$ cat src/logic/lsu_pkg.sv
// LSU package
// Shared widths, micro-op encoding and channel message formats for the
// memory execute pipeline

package lsu_pkg;

  //----------------------------------------------------------------------
  // Widths
  //----------------------------------------------------------------------

  localparam int SEQ_BITS     = 6;    // Reorder sequence number
  localparam int PREG_BITS    = 6;    // Physical register index
  localparam int MEM_WORDS    = 256;  // Data memory depth
  localparam int MEM_IDX_BITS = 8;    // Word index into data memory
  localparam int IQ_DEPTH     = 4;    // Issue queue entries

  typedef logic [31:0]             word_t;
  typedef logic [SEQ_BITS-1:0]     seq_t;
  typedef logic [PREG_BITS-1:0]    preg_t;
  typedef logic [4:0]              areg_t;     // Architectural reg
  typedef logic [MEM_IDX_BITS-1:0] mem_idx_t;

  // Only word load and store survive
  typedef enum logic {
    UOP_LW = 1'b0,
    UOP_SW = 1'b1
  } uop_t;

  //----------------------------------------------------------------------
  // Channel messages
  //----------------------------------------------------------------------

  typedef struct packed {
    word_t pc;
    seq_t  seq_num;
    word_t op1;         // Base
    word_t op2;         // Offset
    word_t store_data;  // Don't care for loads
    areg_t waddr;
    preg_t preg;
    preg_t ppreg;       // Previous mapping of waddr
    uop_t  uop;
  } issue_msg_t;

  typedef struct packed {
    logic  write;
    word_t addr;  // Byte address, low bits ignored
    word_t data;
  } mem_req_t;

  typedef struct packed {
    word_t data;
  } mem_resp_t;

  typedef struct packed {
    word_t pc;
    seq_t  seq_num;
    areg_t waddr;
    preg_t preg;
    preg_t ppreg;
    logic  wen;    // Set for loads only
    word_t wdata;
  } wb_msg_t;

endpackage

$ cat src/logic/lsu_issue_queue.sv
// Issue queue
// Four-entry circular FIFO that decouples dispatch from the load/store
// pipeline. Ready depends only on occupancy

`timescale 1ns/10ps

module lsu_issue_queue import lsu_pkg::*; (
  input  logic       clk,
  input  logic       rst,

  input  logic       in_val,
  output logic       in_rdy,
  input  issue_msg_t in_msg,

  output logic       out_val,
  input  logic       out_rdy,
  output issue_msg_t out_msg
);

  typedef logic [$clog2(IQ_DEPTH)-1:0]   ptr_t;
  typedef logic [$clog2(IQ_DEPTH+1)-1:0] cnt_t;  // Needs to reach IQ_DEPTH

  issue_msg_t entries [IQ_DEPTH];
  ptr_t       wr_ptr;
  ptr_t       rd_ptr;
  cnt_t       count;
  logic       push;
  logic       pop;

  //----------------------------------------------------------------------
  // Handshakes
  //----------------------------------------------------------------------

  assign in_rdy  = (count != cnt_t'(IQ_DEPTH));  // Low only when full
  assign out_val = (count != '0);
  assign out_msg = entries[rd_ptr];               // Head entry

  assign push = in_val & in_rdy;
  assign pop  = out_val & out_rdy;

  //----------------------------------------------------------------------
  // Pointers and occupancy
  //----------------------------------------------------------------------

  always_ff @(posedge clk) begin
    if (rst) begin
      wr_ptr <= '0;
      rd_ptr <= '0;
      count  <= '0;
    end else begin
      if (push)
        wr_ptr <= wr_ptr + 1'b1;  // Depth is a power of two, wraps
      if (pop)
        rd_ptr <= rd_ptr + 1'b1;
      count <= count + cnt_t'(push) - cnt_t'(pop);  // Push and pop cancel
    end
  end

  // Storage, written at the tail
  always_ff @(posedge clk) begin
    if (push)
      entries[wr_ptr] <= in_msg;
  end

endmodule

$ cat config.mk
export PLATFORM = sky130hd
export DESIGN_NAME = lsu_issue_queue
export DESIGN_NICKNAME = d
export VERILOG_FILES = /design/src/logic/lsu_pkg.sv /design/src/logic/lsu_issue_queue.sv
export SDC_FILE = /design/constraint.sdc
export NUM_CORES = 1
export LEC_CHECK = 0
export ABC_AREA = 1
export BUFFER_PORTS_ARGS = -buffer_cell sky130_fd_sc_hd__buf_4
export CAP_MARGIN = 20
export CORE_ASPECT_RATIO = 0.8
export CORE_MARGIN = 1.5
export CORE_UTILIZATION = 57
export DETAILED_ROUTE_END_ITERATION = 10
export PLACE_DENSITY = 0.76
export SLEW_MARGIN = 30
export SYNTH_ARGS = -nofsm -noshare
export SYNTH_HDL_FRONTEND = slang
export SYNTH_SLANG_ARGS = --single-unit
$ cat constraint.sdc
create_clock -name clk -period 9.6 [get_ports clk]
set_input_delay 0.96 -clock clk [delete_from_list [all_inputs] [get_ports clk]]
set_output_delay 0.96 -clock clk [all_outputs]
set_load 0.01 [all_outputs]
### Yosys cells after proc, flatten, opt, wreduce, memory -nomap -nowiden

Memory sizes are Yosys's and may differ from the RTL's. A register that Yosys moved wholly into a read port is not among the register bits.
Index checks and enable logic that the tools add are counted.

| storage, ports and cells | value |
|---|---|
| bits in registers | 7 |
| latch bits | 0 |
| bits in writable memories | 608 |
| ROM bits | 0 |
| input bits | 156 |
| output and inout bits | 154 |
| word-level logic and storage cells | 16 |
| memories | 1 |

Memories:

| name | words | width | read ports | clocked after Yosys merged registers in | write ports | line | source |
|---|---|---|---|---|---|---|---|
| entries | 4 | 152 | 1 | 1 | 1 | lsu_issue_queue.sv:23 | `issue_msg_t entries [IQ_DEPTH];` |

| operators by class | value |
|---|---|
| $add $sub $neg | 4 |
| multiply operators | 0 |
| divide/modulo/power cells | 0 |
| magnitude comparators | 0 |
| eq/ne operators | 1 |
| shift operators | 0 |
| mux-type cells | 4 |
| bitwise gates (word level) | 2 |
| reduce and logical (&&, ||, !) cells | 1 |

Operator list:

| kind | number |
|---|---|
| $add A2 B1 Y2 const B | 2 |
| $mux W2 | 2 |
| $add A3 B1 Y3 | 1 |
| $ne A3 B3 Y1 const B | 1 |
| $reduce_bool A3 Y1 | 1 |
| $sub A3 B1 Y3 | 1 |
| $and A1 B1 Y1 | 2 |
| $mux W1 | 2 |

### Depth between registers and ports, before layout

| logic depth | value |
|---|---|
| depth in word-level cells | 4 |
| mapped depth | 10 |
| mapped depth without buffers | 10 |

### Least setup slack after synthesis

No wires, ideal clock.

| path | value |
|---|---|
| path kind | input -> register |
| start point | in in_val |
| end point | mem entries[0][0] (netlist name), enable pin |
| setup time | 0.666 ns |
| data arrival time | 7.391 ns |
| path slack | 1.542 ns |
| cell stages on the path | 2 |
| path buffers | 0 |
| path through | nand2_1 > nor2_1 |

| between the ends | value |
|---|---|
| cells in the longest elaborated chain, start to end | 3 |

Ends and longest elaborated chain:

| item | line | source |
|---|---|---|
| from (decl) | lsu_issue_queue.sv:11 | `input logic in_val,` |
| $and A1 B1 Y1 | lsu_issue_queue.sv:38 | `assign push = in_val & in_rdy;` |
| $mux W1 | lsu_issue_queue.sv:61 | `if (push)` |
| $mux W1 (implied by the code) | lsu_issue_queue.sv:62 | `entries[wr_ptr] <= in_msg;` |
| to (decl) | lsu_issue_queue.sv:23 |  |

No other way between the ends.

==> impl_metrics.py <==
metrics = {
    "yosys": {
        "synth_nets": 1698,
        "synth_area_leaders": "edfxtp_1, o21ai_0, nor2_1",
        "synth.distinct_cells": 23,
        "ys_seq_area_share_pct": 77.5,
        "synthCells": 1535,
        "postSynthRegisterBits": 617,
        "avgSynthCellArea_um2": 15.5,
        "netlist_top_cells_count": "edfxtp_1, nor2_1, o21ai_0",
        "dominantRegCellSynth": "edfxtp_1",
        "netlist.area_leader.share_pct": 76.7,
        "synth_async_sr_flop_share_pct": 0,
        "yosysTopAreaCell": "edfxtp_1",
        "yosysMostFrequentCell": "edfxtp_1",
        "yosysWarnings": 0,
        "syn_area_mm2": 0.0238,
        "synth_edf_count": 608,
    },
    "clocking": {
        "tritoncts": "built",
        "h-tree-depth": 2,
        "max-clock-path-buffers": 3,
        "cts.sinks": 617,
        "root_buffer": "clkbuf_16",
        "cts_setup_buffers": 0,
        "cts.clk_slew.worst_paths_ns": 0.06,
        "holdBufCountCts": 0,
        "cts_resized": 0,
        "cts_buffers": 56,
        "clk-insertion-delay-late_ns": 0.58,
    },
    "timing": {
        "finalSetupViolations": 0,
        "setup_ws_ns": 5.22,
        "finalCritPeriodShare_pct": 45.7,
        "rsz0062_at_grt": "no",
        "skew_ns": 0.00672,
        "timing.fmax_mhz": 228,
        "slew_headroom_pct": 29.9,
        "period_minus_slack_ns": 4.38,
        "worst_pin_slew_ns": 1.05,
        "hold_viol": 0,
        "maxSlewViolCount": 0,
        "finalSetupTns_ns": 0,
    },
    "detailed_routing": {
        "vias_per_cell": 5.72,
        "num_vias": 13800,
        "drc": 0,
        "ant_nets": 0,
        "totalWireLength_mm": 50.6,
        "wl_per_cell_um": 21.0,
        "dr.pass1.iters": 5,
        "drt_iter0_drc": 1107,
    },
    "setup_path": {
        "max_stage_delay_ns": 0.66,
        "endpoint_kind": "primary output",
        "start_kind": "flip-flop",
        "cp.required_ns": 8.64,
        "critPathKind": "reg2out",
        "crit_slowest_cell": "buf_6",
        "r2r-start": "count[1]$_SDFF_PP0_",
        "worstPathArrival_ns": 3.42,
        "cp_max_fo": 203,
        "cp_cell_sequence": "inv_12 -> buf_6 -> o21ai_0 -> o22ai_2 -> buf_4",
    },
    "place": {
        "place_ws_ns": 5.71,
        "port_buffers": 309,
        "place_inst": 2304,
        "gp_congestion": 0.760,
        "dp_hpwl_mm": 28.0,
    },
    "power": {
        "powerDensity_mw_per_mm2": 264,
        "leakagePower_nw": 9.72,
        "finalPower_mw": 7.45,
        "ir_drop_mv": 0.201,
    },
    "floorplanning": {
        "die_width_um": 231,
        "fp-row-count": 66,
        "io_pins": 310,
        "core-area_mm2": 0.0409,
        "die-area_mm2": 0.0430,
        "die_h_um": 186,
        "start_util_pct": 58.2,
    },
    "finish": {
        "final_util_pct": 69.1,
        "nets": 1982,
        "fin_cells": 2411,
        "syn2layout_area_growth_pct": 18.6,
        "drive_gt1_share_pct": 28.2,
    },
    "min_path": {
        "min_from": "rd_ptr[1]$_SDFFE_PP0P_",
        "min_path_type": "reg2reg",
    },
    "grt": {
        "top_usage_layer": "met2",
        "antenna_found_initial": 3,
        "track_usage_pct": 23.1,
        "met1_usage_pct": 31.2,
        "grt_max_degree": 204,
        "grt_pass1_vias": 13500,
        "grtUsageMet3_pct": 5.42,
        "use_met2_pct": 37.8,
        "grt_overflow": 0,
        "grt_pass1_wl_mm": 76.2,
    },
    "outcome": {
        "status": "finished clean",
    },
    "job": {
        "drv_cap": 0,
    },
}
[cell usage in the layout (no fill, tap or decap), types with 3 or more instances in the layout]
cell type	instances
a21oi_1	4
buf_16	3
buf_4	317
buf_6	4
bufinv_16	6
clkbuf_1	15
clkbuf_16	57
clkinv_1	17
clkinv_2	8
dfxtp_1	7
diode_2	3
edfxtp_1	608
ha_1	6
inv_1	14
nand2_1	12
nand3_1	3
nor2_1	253
nor2_4	63
o21ai_0	243
o21ai_1	62
o22ai_1	92
o22ai_2	60
[area by class of cell]
type	count	area, µm²
clock inverters	31	284
inverters	16	75.1
well taps	544	681
clock buffers	72	1480
flip-flops and latches	617	18400
repair buffers	326	2550
diodes	3	7.51
multi-input cells	802	4710
fillers	2724	12600
[cells by family (layout without fill, tap and decap cells)]
kind of cell    Yosys count  after routing  share of synthesized area, %
fa+ha+maj                 7              7                         0.399
flops                   617            617                          77.5
simple gates            332            332                          7.12
compound gates          463            463                          12.1
other cells               0              3                             0
buf+inv                 116            445                          2.90
[state kept, by name, indices dropped and copies added (netlist names), named ones only]
| signal | cells |
|---|---|
| count | 3 |
| entries | 608 |
| rd_ptr | 2 |
| wr_ptr | 2 |
[routing by layer]
metal	up-vias	part of all wire, %
met5	-	0
met3	83	8.0
li1	6378	-
met1	6880	41
met4	0	2.4
met2	450	49
[worst paths after layout]
kind,slack (ns),depth (start not counted),endpoint
min reg2reg,0.55,2,flip-flop
min,0.55,2,flip-flop
max,5.22,5,out_msg[95]
max reg2reg,6.41,6,entries[3][127]$_DFFE_PP_
[critical path: cells and delay by family (launching register included)]
| family | cells | cell delay [ns] |
|---|---|---|
| DFF | 1 | 0.57 |
| buffers and inverters | 3 | 1.41 |
| AOI/OAI and AO/OA | 2 | 0.45 |
[through the flow]
step | hold WS [ns] | instance area, µm²
after CTS | 0.543 | 28200
final | 0.547 | 28200
after global routing | 0.545 | 28200
after global placement | 0.465 | 26400
after floorplan | 0.448 | 23800
after detailed placement | 0.531 | 26400
[report_power, final]
| group | switching [mW] | internal (mW) | total, mW |
|---|---|---|---|
| clock network | 0.922 | 1.24 | 2.17 |
| registers | 0.124 | 3.28 | 3.41 |
| logic | 1.14 | 0.736 | 1.88 |
Note: power is estimated with default switching activity, not from simulation.
