## config.mk

```make
export PLATFORM = sky130hd
export DESIGN_NAME = load_store_unit
export DESIGN_NICKNAME = d
export VERILOG_FILES = /design/src/logic/lsu_pkg.sv /design/src/logic/load_store_unit.sv
export SDC_FILE = /design/constraint.sdc
export NUM_CORES = 1
export LEC_CHECK = 0
export ABC_AREA = 1
export BUFFER_PORTS_ARGS = -buffer_cell sky130_fd_sc_hd__buf_2
export CAP_MARGIN = 0
export CORE_MARGIN = 10
export CORE_UTILIZATION = 25
export DETAILED_ROUTE_END_ITERATION = 6
export SLEW_MARGIN = 25
export SYNTH_ARGS = -nofsm -noshare
export SYNTH_HDL_FRONTEND = slang
export SYNTH_SLANG_ARGS = --single-unit
export TNS_END_PERCENT = 30
```

## constraint.sdc

```tcl
create_clock -name clk -period 12.53 [get_ports clk]
set_input_delay 0 -clock clk [delete_from_list [all_inputs] [get_ports clk]]
set_output_delay 0 -clock clk [all_outputs]
set_load 0.05 [all_outputs]
```

## src/logic/lsu_pkg.sv

```systemverilog
// LSU package
// Shared widths, micro-op encoding and channel message formats for the
// memory execute pipeline

package lsu_pkg;

  //----------------------------------------------------------------------
  // Widths
  //----------------------------------------------------------------------

  localparam int SEQ_BITS     = 6;    // Reorder sequence number
  localparam int PREG_BITS    = 6;    // Physical register index
  localparam int MEM_WORDS    = 256;  // Data memory depth
  localparam int MEM_IDX_BITS = 8;    // Word index into data memory
  localparam int IQ_DEPTH     = 4;    // Issue queue entries

  typedef logic [31:0]             word_t;
  typedef logic [SEQ_BITS-1:0]     seq_t;
  typedef logic [PREG_BITS-1:0]    preg_t;
  typedef logic [4:0]              areg_t;     // Architectural reg
  typedef logic [MEM_IDX_BITS-1:0] mem_idx_t;

  // Only word load and store survive
  typedef enum logic {
    UOP_LW = 1'b0,
    UOP_SW = 1'b1
  } uop_t;

  //----------------------------------------------------------------------
  // Channel messages
  //----------------------------------------------------------------------

  typedef struct packed {
    word_t pc;
    seq_t  seq_num;
    word_t op1;         // Base
    word_t op2;         // Offset
    word_t store_data;  // Don't care for loads
    areg_t waddr;
    preg_t preg;
    preg_t ppreg;       // Previous mapping of waddr
    uop_t  uop;
  } issue_msg_t;

  typedef struct packed {
    logic  write;
    word_t addr;  // Byte address, low bits ignored
    word_t data;
  } mem_req_t;

  typedef struct packed {
    word_t data;
  } mem_resp_t;

  typedef struct packed {
    word_t pc;
    seq_t  seq_num;
    areg_t waddr;
    preg_t preg;
    preg_t ppreg;
    logic  wen;    // Set for loads only
    word_t wdata;
  } wb_msg_t;

endpackage

```

## src/logic/load_store_unit.sv

```systemverilog
// Load/store unit
// Two-stage pipeline: stage 1 forms the address and sends one word
// request, stage 2 holds the tags until the memory response arrives and
// pairs them into the writeback message

`timescale 1ns/10ps

module load_store_unit import lsu_pkg::*; (
  input  logic       clk,
  input  logic       rst,

  // From issue queue
  input  logic       d_val,
  output logic       d_rdy,
  input  issue_msg_t d_msg,

  // Memory request
  output logic       mem_req_val,
  input  logic       mem_req_rdy,
  output mem_req_t   mem_req,

  // Memory response
  input  logic       mem_resp_val,
  output logic       mem_resp_rdy,
  input  mem_resp_t  mem_resp,

  // Writeback
  output logic       wb_val,
  input  logic       wb_rdy,
  output wb_msg_t    wb_msg
);

  // Tags that wait in stage 2 for the response
  typedef struct packed {
    word_t pc;
    seq_t  seq_num;
    areg_t waddr;
    preg_t preg;
    preg_t ppreg;
    logic  wen;
  } s2_tags_t;

  logic       s1_val;
  issue_msg_t s1_msg;
  logic       d_xfer;
  logic       req_xfer;   // Stage 1 to stage 2 move
  word_t      addr;

  logic       s2_val;
  logic       s2_rdy;
  s2_tags_t   s2_tags;
  logic       wb_xfer;

  assign d_xfer   = d_val & d_rdy;
  assign req_xfer = mem_req_val & mem_req_rdy;
  assign wb_xfer  = wb_val & wb_rdy;

  //----------------------------------------------------------------------
  // Stage 1: request
  //----------------------------------------------------------------------

  // Empty, or draining into stage 2 this cycle
  assign d_rdy = !s1_val | (s2_rdy & mem_req_rdy);

  always_ff @(posedge clk) begin
    if (rst)
      s1_val <= 1'b0;
    else if (d_xfer)
      s1_val <= 1'b1;   // Refill wins over drain
    else if (req_xfer)
      s1_val <= 1'b0;
  end

  always_ff @(posedge clk) begin
    if (d_xfer)
      s1_msg <= d_msg;
  end

  assign addr = s1_msg.op1 + s1_msg.op2;  // Wraps at 32 bits

  // Request only goes out when stage 2 has room for the tags
  assign mem_req_val   = s1_val & s2_rdy;
  assign mem_req.write = (s1_msg.uop == UOP_SW);
  assign mem_req.addr  = addr;
  assign mem_req.data  = s1_msg.store_data;

  //----------------------------------------------------------------------
  // Stage 2: response
  //----------------------------------------------------------------------

  // Room when empty or when the held result leaves now
  assign s2_rdy = !s2_val | (wb_rdy & mem_resp_val);

  always_ff @(posedge clk) begin
    if (rst)
      s2_val <= 1'b0;
    else if (req_xfer)
      s2_val <= 1'b1;
    else if (wb_xfer)
      s2_val <= 1'b0;
  end

  always_ff @(posedge clk) begin
    if (req_xfer) begin
      s2_tags.pc      <= s1_msg.pc;
      s2_tags.seq_num <= s1_msg.seq_num;
      s2_tags.waddr   <= s1_msg.waddr;
      s2_tags.preg    <= s1_msg.preg;
      s2_tags.ppreg   <= s1_msg.ppreg;
      s2_tags.wen     <= (s1_msg.uop == UOP_LW);  // Stores write no reg
    end
  end

  // Response and tags leave together
  assign wb_val       = s2_val & mem_resp_val;
  assign mem_resp_rdy = s2_val & wb_rdy;

  assign wb_msg.pc      = s2_tags.pc;
  assign wb_msg.seq_num = s2_tags.seq_num;
  assign wb_msg.waddr   = s2_tags.waddr;
  assign wb_msg.preg    = s2_tags.preg;
  assign wb_msg.ppreg   = s2_tags.ppreg;
  assign wb_msg.wen     = s2_tags.wen;
  assign wb_msg.wdata   = mem_resp.data;  // Store echoes its data

endmodule

```

# Yosys cells after proc, flatten, opt, wreduce, memory -nomap -nowiden
# Index checks and enable logic that the tools add are counted.
# op_classes
addsub	1
bitwise	11
reduce_logical	4
mux	4
# ops
op	n
$add A32 B32 Y32	1
$and A1 B1 Y1	8
$mux W1	4
$reduce_bool A2 Y1	2
$logic_not A1 Y1	2
$or A1 B1 Y1	2
$not A1 Y1	1
# totals
wordCells	37
regBits	210
input_bits	190

# Logic depth before layout (Yosys ltp)
# logic_depth
depth_word	6
ltp_mapped	12

# Worst setup path after synthesis
# OpenSTA, ideal clock, no wires.
# synth_path
kind	register -> register
startpoint	reg s2_val
endpoint	reg s1_msg, in the netlist mem_req[0], enable pin
setup_slack_ps	4034
t_arrival_ps	7782
required_time_ps	11816
path_buffers	0
stages_incl_launch_ff	4
cell_sequence	dfxtp_1 > nand2_1 > nand2_1 > a21oi_1
# synth_via
elab_chain_len	5
# synth_lines
element	line	source
start: declaration	load_store_unit.sv:49	logic s2_val;
start signal: assignment	load_store_unit.sv:96	s2_val <= 1'b0;
start signal: assignment	load_store_unit.sv:98	s2_val <= 1'b1;
start signal: assignment	load_store_unit.sv:100	s2_val <= 1'b0;
$logic_not A1 Y1	load_store_unit.sv:92	assign s2_rdy = !s2_val | (wb_rdy & mem_resp_val);
$or A1 B1 Y1	load_store_unit.sv:92	
$and A1 B1 Y1	load_store_unit.sv:63	assign d_rdy = !s1_val | (s2_rdy & mem_req_rdy);
$or A1 B1 Y1	load_store_unit.sv:63	
$and A1 B1 Y1	load_store_unit.sv:54	assign d_xfer = d_val & d_rdy;
via d_xfer	load_store_unit.sv:45	logic d_xfer;
end signal: assignment	load_store_unit.sv:76	s1_msg <= d_msg;
end: declaration	load_store_unit.sv:44	issue_msg_t s1_msg;
# The timed path passes the listed nets, and every way through them passes these cells.
# A chain may end at the register's enable or synchronous reset.

==> impl_results.md <==
- WHS: ~0.019 ps
- Initial Util: 0.253
- Vias per cell: 3.99
- Number of routed nets with antenna violations: 0
- Hold Crit Class: input port to output port
- Vias in the first global route: between 7000 and 8000
- Static Leak: between 5 and 6 nW
- Internal Power: ~1.4 mW
- Worst-path clk slew: ~50 ps
- Root Buffer: clkbuf_16
- Final worst path period share: 0.221
- Yosys cell types: 23
- Layout Nets: between 1000 and 1500
- Routed WL: roughly 28 mm
- Dpl cells: roughly 1500
- Placement Setup Slack: roughly 10000 ps
- DIE HEIGHT: between 200 and 250 um
- Finished Layout Cells: about 1700
- Critical Path RT: 12530 ps
- Area Growth Syn to Fin: 43.2%
- Status: complete, no violations
- Critical path class: flip-flop to output port
- Final setup violating endpoints: 0
- TNS Setup: 0 ps
- CORE AREA: between 30000 and 40000 um2
- Max-cap check violation count: 0
- Resized cells post-CTS: 0
- Logic pwr share: 0.200
- Gpl congestion: ~0.85
- Largest net degree at the start of global routing: a little over 70
- Number of buffers created by CTS: 26
- Clk_skew: between 10 and 15 ps
- Syn. warnings: 0
- Buffers on Ports: around 280
- Synthesized area per cell: 11.7 um2
- Placed instance area: between 10000 and 15000 um2
- Remaining DRCs: 0
- Critical path arrival: approximately 2800 ps
- Crit start category: flip-flop
- CTS tree: yes
- Crit Path Max Fanout: 4
- Ports: roughly 350
- Slew @ Worst Pin: approximately 930 ps
- Global-route wire length before repair: about 43 mm
- Yosys reg bits: 210
- DR pass1 iterations: 4
- Pwr Total: about 2 mW
- Die extent in x: approximately 210 um
- Final Hold Viols: 0
- Net Sw Frac: 0.299
- Initial antenna violation count: 11
- Post-CTS setup buffer count: 0
- CTS Sinks: between 200 and 250
- Core Rows: 70
- Reg power frac: 0.427
- Finished Core Util: 0.362
- Clock Latency Late Sink: approximately 550 ps
- Die Area: between 40000 and 50000 um2
- GRT Overall Usage: 0.124
- Switching power: 0.581 mW
- Synthesized Nets: 1009
- Global route overflow: 0
- Cell Area, Synth: a little over 9000 um2
- Final Instance Area: about 13000 um2
- Layout cell share with drive strength beyond 1: 0.287
- Slew HR: 0.380
- Vias: 6729
- Post-route setup slack: about 9800 ps
- Sequential-to-total area share from yosys stat: 0.681
- Crit path time final: ~2800 ps
- Final slew viol count: 0
- Clock buffer depth: 3
- Htree depth: 1
- Routed length per instance: between 15 and 20 um
- Fillcell total: about 3600
- Power density over the cells: between 100 and 150 nW/um2
- Fmax: 362 MHz
- Initial detailed-routing violation count: between 200 and 300
- Critical Path Sink Type: output port
- Maximum VDD drop: between 0.0001 and 0.00015 V
- Mapped Cells: between 700 and 800
- RSZ-0062 raised after global routing: false
- Clock share of power: 0.373
- Post-DP HPWL: ~21 mm
==> path summary, 6_finish.rpt <==
| check | start | endpoint | slack, ps | cells after the start |
|---|---|---|---|---|
| worst max register to register | s2_val$_SDFFE_PP0P_ | s1_msg[97]$_DFFE_PP_ | 10200 | 4 |
| worst min register to register | s1_msg[1]$_DFFE_PP_ | wb_msg[33]$_DFFE_PP_ | 410 | 0 |
| worst max-delay path | s1_msg[50]$_DFFE_PP_ | mem_req[52] | 9760 | 12 |
| worst min-delay path | mem_resp[16] | wb_msg[16] | 0.02 | 0 |
==> flip-flops by register name (all words and copies together) (netlist names) <==
signal and count:
s1_val 1, mem_req 33, wb_msg 56, s1_msg 119, s2_val 1
==> layout by cell type, fill, tap and decap left out, types with 6 or more instances in the layout <==
| cell type | count |
|---|---|
| a21oi_1 | 20 |
| buf_2 | 282 |
| clkbuf_1 | 6 |
| clkbuf_16 | 26 |
| clkinv_1 | 7 |
| dlygate4sd3_1 | 159 |
| edfxtp_1 | 208 |
| ha_1 | 31 |
| inv_1 | 116 |
| nand2_1 | 227 |
| nand2_2 | 14 |
| nand3_1 | 23 |
| nor2_1 | 39 |
| xor2_1 | 14 |
==> worst max-delay path, cell delays in order (launching register included) <==
cell and delay, ps:
edfxtp_1 360, ha_1 280, fa_1 460, nand3_1 130, nand3_2 80, nand2_1 80
nand2_2 80, nand2_1 100, nand2_2 90, nand2_1 110, nand3_1 70, nand2_1 70
buf_2 290
==> cell usage after synthesis <==
| master | instances | area share |
|---|---|---|
| inv_2 | 3 | 0.0012 |
| nand4_1 | 3 | 0.0020 |
| dfxtp_1 | 2 | 0.0043 |
| nor2_2 | 2 | 0.0014 |
| edfxtp_1 | 208 | 0.68 |
| or2_4 | 1 | 0.00095 |
| nand3_2 | 4 | 0.0043 |
| a21o_1 | 1 | 0.00081 |
| nand2_1 | 227 | 0.092 |
| fa_1 | 1 | 0.0022 |
| nor3_2 | 2 | 0.0022 |
| buf_4 | 65 | 0.053 |
| a21oi_1 | 21 | 0.011 |
| xor2_1 | 14 | 0.013 |
| inv_1 | 116 | 0.047 |
| o21bai_1 | 3 | 0.0024 |
| a21oi_2 | 1 | 0.00095 |
| nor2_1 | 40 | 0.016 |
| nor3_1 | 3 | 0.0016 |
| nand2_2 | 14 | 0.0095 |
| xnor2_1 | 2 | 0.0019 |
| ha_1 | 31 | 0.042 |
| nand3_1 | 23 | 0.012 |
==> cells by family after synthesis <==
family | synth area share
AO/OA/AOI/OAI | 0.0156
XOR/XNOR | 0.0152
adder cells (fa/ha/maj) | 0.0442
buffers and inverters | 0.101
flip-flops | 0.681
AND/OR/NAND/NOR | 0.143
==> metal layers <==
| metal | GRT usage | share of wire | vias up |
|---|---|---|---|
| met5 | 0 | 0.0033 | - |
| met4 | 0.0397 | 0.029 | 14 |
| met3 | 0.0645 | 0.12 | 85 |
| met2 | 0.208 | 0.48 | 255 |
| met1 | 0.132 | 0.37 | 3031 |
| li1 | - | - | 3344 |
==> what timing repair did <==
action                                  CTS  global route
hold buffers                            159             0
endpoints found under the hold margin   170             0
endpoints found under the setup margin    0             0
==> final cells by class <==
| type | instances | area (um2) | share of cell area |
|---|---|---|---|
| flip-flops and latches | 210 | 6290 | 0.476 |
| repair buffers | 444 | 3030 | 0.229 |
| multi-input cells | 393 | 2030 | 0.154 |
| clock buffers | 32 | 673 | 0.0509 |
| well taps | 468 | 586 | 0.0443 |
| inverters | 119 | 447 | 0.0338 |
| clock inverters | 15 | 161 | 0.0122 |
| diodes | 4 | 10.0 | 0.000757 |
==> power by group through the flow <==
stage	logic (mW)	registers (mW)	clock network, mW
after floorplan	0.255	0.872	0
after global placement	0.350	0.844	0
after detailed placement	0.352	0.845	0
after CTS	0.393	0.831	0.750
after global routing	0.422	0.834	0.781
final	0.388	0.831	0.726
No activity file was read; power rests on OpenSTA's default activity.
